--- config.mk ---
export PLATFORM = sky130hd
export DESIGN_NAME = compute_core
export DESIGN_NICKNAME = d
export VERILOG_FILES = /design/src/hw/regfile_pkg.sv /design/src/hw/regfile_bank.sv /design/src/hw/banked_regfile.sv /design/src/hw/operand_alu.sv /design/src/hw/issue_pipeline.sv /design/src/hw/compute_core.sv
export SDC_FILE = /design/constraint.sdc
export NUM_CORES = 1
export LEC_CHECK = 0
export BUFFER_PORTS_ARGS = -buffer_cell sky130_fd_sc_hd__buf_2
export CAP_MARGIN = 10
export CORE_UTILIZATION = 66
export CTS_BUF_LIST = sky130_fd_sc_hd__clkbuf_4
export DETAILED_ROUTE_END_ITERATION = 10
export HOLD_SLACK_MARGIN = 0.02
export PLACE_DENSITY = 0.83
export SYNTH_ARGS = -nofsm -noshare
export SYNTH_HDL_FRONTEND = slang
export SYNTH_HIERARCHICAL = 1
export SYNTH_SLANG_ARGS = --single-unit
--- constraint.sdc ---
create_clock -name clk -period 11.61 [get_ports clk]
set_clock_uncertainty 0.05 [all_clocks]
set_input_delay 1.161 -clock clk [delete_from_list [all_inputs] [get_ports clk]]
set_output_delay 1.161 -clock clk [all_outputs]
set_load 0.02 [all_outputs]
--- src/hw/regfile_pkg.sv ---
package regfile_pkg;

	// ======================================================================
	// Default sizes
	// ======================================================================

	// Data width of every register, operand and result.
	localparam logic [15:0] default_width = 16'd16;

	// Register address bits over the whole space. The top bit picks the
	// bank, so 5 bits give two halves of 16 registers each.
	localparam int default_size = 5;

	// ======================================================================
	// ALU operations
	// ======================================================================

	// All arithmetic wraps at WIDTH bits.
	//   op_add3  a + b + c
	//   op_mac   low WIDTH bits of a * b, plus c
	//   op_sel   a when c is nonzero, otherwise b
	//   op_xor3  a ^ b ^ c
	typedef enum logic [1:0] {
		op_add3 = 2'd0,
		op_mac  = 2'd1,
		op_sel  = 2'd2,
		op_xor3 = 2'd3
	} alu_op_t;

endpackage

--- src/hw/regfile_bank.sv ---
module regfile_bank
	import regfile_pkg::*;
#(
	parameter int WIDTH = default_width,
	parameter int SIZE = default_size
) (
	input  logic             clk,
	input  logic [SIZE-2:0]  rd_address1,
	input  logic [SIZE-2:0]  rd_address2,
	input  logic [SIZE-2:0]  rd_address3,
	input  logic [SIZE-2:0]  wr_address,
	input  logic [WIDTH-1:0] wr_data,
	input  logic             write,
	output logic [WIDTH-1:0] rd_data1,
	output logic [WIDTH-1:0] rd_data2,
	output logic [WIDTH-1:0] rd_data3
);

	// One half of the register space, addressed by SIZE-1 bits.
	localparam int depth = 2 ** (SIZE - 1);

	logic [WIDTH-1:0] registers [depth];

	// All three ports read every cycle. A read at the same edge as a write
	// to the same word returns the old contents.
	always_ff @(posedge clk) begin
		rd_data1 <= registers[rd_address1];
		rd_data2 <= registers[rd_address2];
		rd_data3 <= registers[rd_address3];
		if (write) begin
			registers[wr_address] <= wr_data;
		end
	end

endmodule

--- src/hw/banked_regfile.sv ---
module banked_regfile
	import regfile_pkg::*;
#(
	parameter int WIDTH = default_width,
	parameter int SIZE = default_size
) (
	input  logic             clk,
	input  logic             reset,
	input  logic [SIZE-1:0]  rd_address1,
	input  logic [SIZE-1:0]  rd_address2,
	input  logic [SIZE-1:0]  rd_address3,
	input  logic             lo_write,
	input  logic [SIZE-2:0]  lo_address,
	input  logic [WIDTH-1:0] lo_data,
	input  logic             hi_write,
	input  logic [SIZE-2:0]  hi_address,
	input  logic [WIDTH-1:0] hi_data,
	output logic [WIDTH-1:0] rd_data1,
	output logic [WIDTH-1:0] rd_data2,
	output logic [WIDTH-1:0] rd_data3
);

	logic [WIDTH-1:0] lo_rd_data1, lo_rd_data2, lo_rd_data3;
	logic [WIDTH-1:0] hi_rd_data1, hi_rd_data2, hi_rd_data3;
	logic             hi_sel1, hi_sel2, hi_sel3;

	// ======================================================================
	// Banks
	// ======================================================================

	// Lower half holds results and is written only by the writeback.
	regfile_bank #(.WIDTH(WIDTH), .SIZE(SIZE)) lo_bank (
		.clk(clk),
		.rd_address1(rd_address1[SIZE-2:0]),
		.rd_address2(rd_address2[SIZE-2:0]),
		.rd_address3(rd_address3[SIZE-2:0]),
		.wr_address(lo_address),
		.wr_data(lo_data),
		.write(lo_write),
		.rd_data1(lo_rd_data1),
		.rd_data2(lo_rd_data2),
		.rd_data3(lo_rd_data3)
	);

	// Upper half holds inputs and is written only by the host.
	regfile_bank #(.WIDTH(WIDTH), .SIZE(SIZE)) hi_bank (
		.clk(clk),
		.rd_address1(rd_address1[SIZE-2:0]),
		.rd_address2(rd_address2[SIZE-2:0]),
		.rd_address3(rd_address3[SIZE-2:0]),
		.wr_address(hi_address),
		.wr_data(hi_data),
		.write(hi_write),
		.rd_data1(hi_rd_data1),
		.rd_data2(hi_rd_data2),
		.rd_data3(hi_rd_data3)
	);

	// ======================================================================
	// Bank select
	// ======================================================================

	// The bank bit is registered with the read so the mux matches the data.
	always_ff @(posedge clk) begin
		if (reset) begin
			hi_sel1 <= 1'b0;
			hi_sel2 <= 1'b0;
			hi_sel3 <= 1'b0;
		end else begin
			hi_sel1 <= rd_address1[SIZE-1];
			hi_sel2 <= rd_address2[SIZE-1];
			hi_sel3 <= rd_address3[SIZE-1];
		end
	end

	assign rd_data1 = hi_sel1 ? hi_rd_data1 : lo_rd_data1;
	assign rd_data2 = hi_sel2 ? hi_rd_data2 : lo_rd_data2;
	assign rd_data3 = hi_sel3 ? hi_rd_data3 : lo_rd_data3;

endmodule

--- src/hw/operand_alu.sv ---
module operand_alu
	import regfile_pkg::*;
#(
	parameter int WIDTH = default_width
) (
	input  logic             clk,
	input  alu_op_t          op,
	input  logic [WIDTH-1:0] a,
	input  logic [WIDTH-1:0] b,
	input  logic [WIDTH-1:0] c,
	output logic [WIDTH-1:0] y
);

	logic [WIDTH-1:0] product;
	logic [WIDTH-1:0] next_y;

	// Only the low WIDTH bits of the product are kept.
	assign product = a * b;

	always_comb begin
		case (op)
			op_add3: begin
				next_y = a + b + c;
			end
			op_mac: begin
				next_y = product + c;
			end
			op_sel: begin
				if (c != '0) begin
					next_y = a;
				end else begin
					next_y = b;
				end
			end
			op_xor3: begin
				next_y = a ^ b ^ c;
			end
			default: begin
				next_y = '0;
			end
		endcase
	end

	// One cycle of latency.
	always_ff @(posedge clk) begin
		y <= next_y;
	end

endmodule

--- src/hw/issue_pipeline.sv ---
module issue_pipeline
	import regfile_pkg::*;
#(
	parameter int WIDTH = default_width,
	parameter int SIZE = default_size
) (
	input  logic             clk,
	input  logic             reset,
	input  logic             issue,
	input  alu_op_t          op,
	input  logic [SIZE-2:0]  dst,
	input  logic [WIDTH-1:0] alu_y,
	output alu_op_t          exec_op,
	output logic             wb_write,
	output logic [SIZE-2:0]  wb_address,
	output logic [WIDTH-1:0] wb_data
);

	// ======================================================================
	// Stage one: register read
	// ======================================================================

	// Captured at the edge where the sources are read, so the op is ready
	// for the ALU in the same cycle as the operands.
	logic            read_valid;
	alu_op_t         read_op;
	logic [SIZE-2:0] read_dst;

	always_ff @(posedge clk) begin
		if (reset) begin
			read_valid <= 1'b0;
		end else begin
			read_valid <= issue;
		end
	end

	always_ff @(posedge clk) begin
		read_op <= op;
		read_dst <= dst;
	end

	assign exec_op = read_op;

	// ======================================================================
	// Stage two: execute
	// ======================================================================

	// Moves in step with the ALU output register.
	logic            exec_valid;
	logic [SIZE-2:0] exec_dst;

	always_ff @(posedge clk) begin
		if (reset) begin
			exec_valid <= 1'b0;
		end else begin
			exec_valid <= read_valid;
		end
	end

	always_ff @(posedge clk) begin
		exec_dst <= read_dst;
	end

	// ======================================================================
	// Writeback
	// ======================================================================

	// The lower bank takes this write at the next edge, two edges after
	// the instruction was issued.
	assign wb_write = exec_valid;
	assign wb_address = exec_dst;
	assign wb_data = alu_y;

endmodule

--- src/hw/compute_core.sv ---
module compute_core
	import regfile_pkg::*;
#(
	parameter int WIDTH = default_width,
	parameter int SIZE = default_size
) (
	input  logic             clk,
	input  logic             reset,
	// Host load port into the upper bank.
	input  logic             write,
	input  logic [SIZE-2:0]  address,
	input  logic [WIDTH-1:0] data,
	// Instruction port.
	input  logic             issue,
	input  alu_op_t          op,
	input  logic [SIZE-2:0]  dst,
	input  logic [SIZE-1:0]  src_a,
	input  logic [SIZE-1:0]  src_b,
	input  logic [SIZE-1:0]  src_c,
	// The result port copies the writeback.
	output logic             result_valid,
	output logic [SIZE-2:0]  result_dst,
	output logic [WIDTH-1:0] result
);

	logic [WIDTH-1:0] operand_a, operand_b, operand_c;
	logic [WIDTH-1:0] alu_y;
	alu_op_t          exec_op;
	logic             wb_write;
	logic [SIZE-2:0]  wb_address;
	logic [WIDTH-1:0] wb_data;

	banked_regfile #(.WIDTH(WIDTH), .SIZE(SIZE)) regfile_inst (
		.clk(clk),
		.reset(reset),
		.rd_address1(src_a),
		.rd_address2(src_b),
		.rd_address3(src_c),
		.lo_write(wb_write),
		.lo_address(wb_address),
		.lo_data(wb_data),
		.hi_write(write),
		.hi_address(address),
		.hi_data(data),
		.rd_data1(operand_a),
		.rd_data2(operand_b),
		.rd_data3(operand_c)
	);

	operand_alu #(.WIDTH(WIDTH)) alu_inst (
		.clk(clk),
		.op(exec_op),
		.a(operand_a),
		.b(operand_b),
		.c(operand_c),
		.y(alu_y)
	);

	issue_pipeline #(.WIDTH(WIDTH), .SIZE(SIZE)) pipeline_inst (
		.clk(clk),
		.reset(reset),
		.issue(issue),
		.op(op),
		.dst(dst),
		.alu_y(alu_y),
		.exec_op(exec_op),
		.wb_write(wb_write),
		.wb_address(wb_address),
		.wb_data(wb_data)
	);

	assign result_valid = wb_write;
	assign result_dst = wb_address;
	assign result = wb_data;

endmodule

==> results.cfg <==
[global_routing]
grt_start_max_net_pins = 85
grt_pass1_wl_um = 155000
track_usage = 0.386
grt_overflow_total = 0
grt_pass1_vias = 24900
antenna_found_initial = 7

[clocking]
cts_tree = done
clk_transition_reported_paths_ns = 0.06
cts_buffers = 161
cts_root_buffer = clkbuf_4
postCtsSetupBuffers = 0
cts_num_sinks = 639
cts_max_level = 4
cts_resized = 0
clkLatencyLatePin_ns = 1.03
clockBufferDepth = 3
cts_hold_buffers = 0

[worst_hold_path]
holdPathStages = 1
hp-class = primary input to flip-flop
min_to = pipeline_inst/exec_op[1]
holdCritStartpoint = op[1]

[synth]
synth_area_leader_cell = edfxtp_1
ys_types = 61
synth.most_common_cell = edfxtp_1
synth-warning-count = 6
ys_ff_latch = 639
synth_top_flop_cell = edfxtp_1
synth_edf_count = 512
syn-num-nets = 2533
synth_common_cells = edfxtp_1, mux4_2, a22oi_1
yosysSeqAreaShare = 0.486
syn_area_mm2 = 0.0369
synth_top_cell_area_share = 0.417
synth.area.top_cells = edfxtp_1, mux4_2, dfxtp_1
async_flop_share = 0
avgSynthCellArea_um2 = 16.0
syn-instance-count = 2304

[worst_setup_path]
critPathCaptureType = flip-flop
cp_max_fo = 17
reg2reg_depth = 19
r2r_setup_slack_ns = 5.06
startpoint = regfile_inst/hi_sel2
worst_ep_arrival_time_ns = 7.36
startpoint_type = flip-flop
critPathRequiredTime_ns = 12.42
r2r_end = alu_inst/y[12]
crit_type = flip-flop to flip-flop
r2r-start = regfile_inst/hi_sel2

[floorplanning]
die-width_um = 238
die_h_um = 238
ios = 66
initial_utilization = 0.669
dieArea_mm2 = 0.0568
core_area_mm2 = 0.0551
rows = 86

[power]
sw_frac_of_total = 0.352
seqPwrFrac = 0.361
p_sw_uw = 2850
pwr-share-clk = 0.246
power_density_mw_per_mm2 = 204
p_leak_uw = 0.0146
internal-power_uw = 5240
p_comb_frac = 0.393
peakVddDrop_uv = 277

[timing]
hold_slack_ns = 0.229
rsz0062_at_grt = no
layout_setup_ws_ns = 5.06
post-route-period-util = 0.564
max_freq_mhz = 153
drv_slew = 0
tns_ns = 0
maxSlewHeadroom = 0.153
worst_pin_slew_ns = 1.27
setup_viol = 0
hold_violations = 0
finalCriticalPeriod_ns = 6.55

[routing]
wire_per_inst_um = 32.2
wl_um = 106000
firstDrtPassIters = 6
vias = 24200
antenna_left = 0
drc = 0
viasPerCell = 7.33
dr.first_iter.drc_count = 3179

[outcome]
status = complete, no violations

[place]
hpwl_um = 66700
gp_congestion = 0.971
dp.cells = 3007
pre_cts_slack_ns = 5.10
portBuffers = 65

[layout]
final_util = 0.721
fin_nets = 2652
drive_above_1_share = 0.318
final_cells = 3300
area_growth_pct = 7.83

[job]
drv_cap = 0
per-layer routing:
layer	share of wire	global-route usage	wire (um)
met1	0.32	0.480	34200
met2	0.47	0.594	49900
met3	0.15	0.125	15400
met4	0.063	0.237	6750
met5	0.00024	0	26
critical path: stages (launching register included):
cell and delay (ns):
dfxtp_1 0.88, mux2_2 0.58, and2_1 0.25, fa_1 0.53
inv_1 0.05, fa_1 0.55, fa_1 0.45, fa_1 0.54
inv_1 0.05, fa_1 0.47, inv_1 0.05, fa_1 0.49
inv_1 0.05, ha_1 0.35, and3_1 0.20, a21oi_1 0.10
o21ai_0 0.13, nor2_1 0.14, xnor2_1 0.07, mux4_2 0.44
worst max-delay path by stage:
| stage | to | slack [ns] | depth (start not counted) |
|---|---|---|---|
| CTS | alu_inst/y[12] | 5.08 | 19 |
| global placement | alu_inst/y[12] | 5.15 | 19 |
| global route | alu_inst/y[12] | 4.70 | 19 |
| floorplan | alu_inst/y[12] | 5.80 | 22 |
| detailed placement | alu_inst/y[12] | 5.10 | 19 |
| finish | alu_inst/y[12] | 5.06 | 19 |
power groups by stage:
stage,clock (uW),sequential [uW],combinational [uW]
5_1_grt,2110,2930,3510
6_report,1990,2920,3180
3_3_place_gp,0,2950,3030
4_1_cts,2000,2920,3160
2_1_floorplan,0,2780,2520
3_5_place_dp,0,2970,3140
sequential cells by signal, summed over array words and instances (netlist names), 2 cells and up:
signal                          flops
regfile_inst/hi_bank/rd_data1      16
regfile_inst/lo_bank/rd_data3      16
regfile_inst/hi_bank/rd_data2      16
pipeline_inst/wb_address            4
alu_inst/y                         16
regfile_inst/lo_bank/rd_data1      16
pipeline_inst/read_dst              4
regfile_inst/hi_bank/rd_data3      16
regfile_inst/lo_bank/registers    256
pipeline_inst/exec_op               2
regfile_inst/hi_bank/registers    256
regfile_inst/lo_bank/rd_data2      16
layout make-up:
type,count,area [um^2]
Multi-Input combinational cell,1309,17200
Tap cell,748,936
Antenna cell,5,12.5
Inverter,186,698
Clock buffer,243,1820
Fill cell,3403,15400
Timing Repair Buffer,126,825
Clock inverter,44,305
Sequential cell,639,17900
cells in the final DEF (no fill, tap or decap), types with 67 or more instances in the layout:
| cell type | synthesis | layout |
|---|---|---|
| ha_1 | 74 | 74 |
| dfxtp_1 | 127 | 127 |
| mux4_1 | 67 | 67 |
| mux4_2 | 324 | 324 |
| inv_1 | 185 | 185 |
| edfxtp_1 | 512 | 512 |
| a22oi_1 | 192 | 192 |
| clkbuf_4 | 1 | 243 |
| fa_1 | 110 | 110 |
| nand2_1 | 190 | 190 |
cells by family after synthesis:
kind of cell	after synthesis	synth area share
DFF	639	0.486
AOI/OAI and AO/OA	255	0.0500
and+or+nand+nor	357	0.0442
xor gates and xnor gates	54	0.0138
muxes	459	0.272
buffers and inverters	356	0.0493
adders and majority gates	184	0.0849
metrics by stage:
stage	power, uW	instance area [um^2]
final	8090	39700
after global routing	8560	39700
after CTS	8080	39700
after detailed placement	6100	37600
after global placement	5980	37600
after floorplan	5300	36900
(Power assumes the default switching activity.)
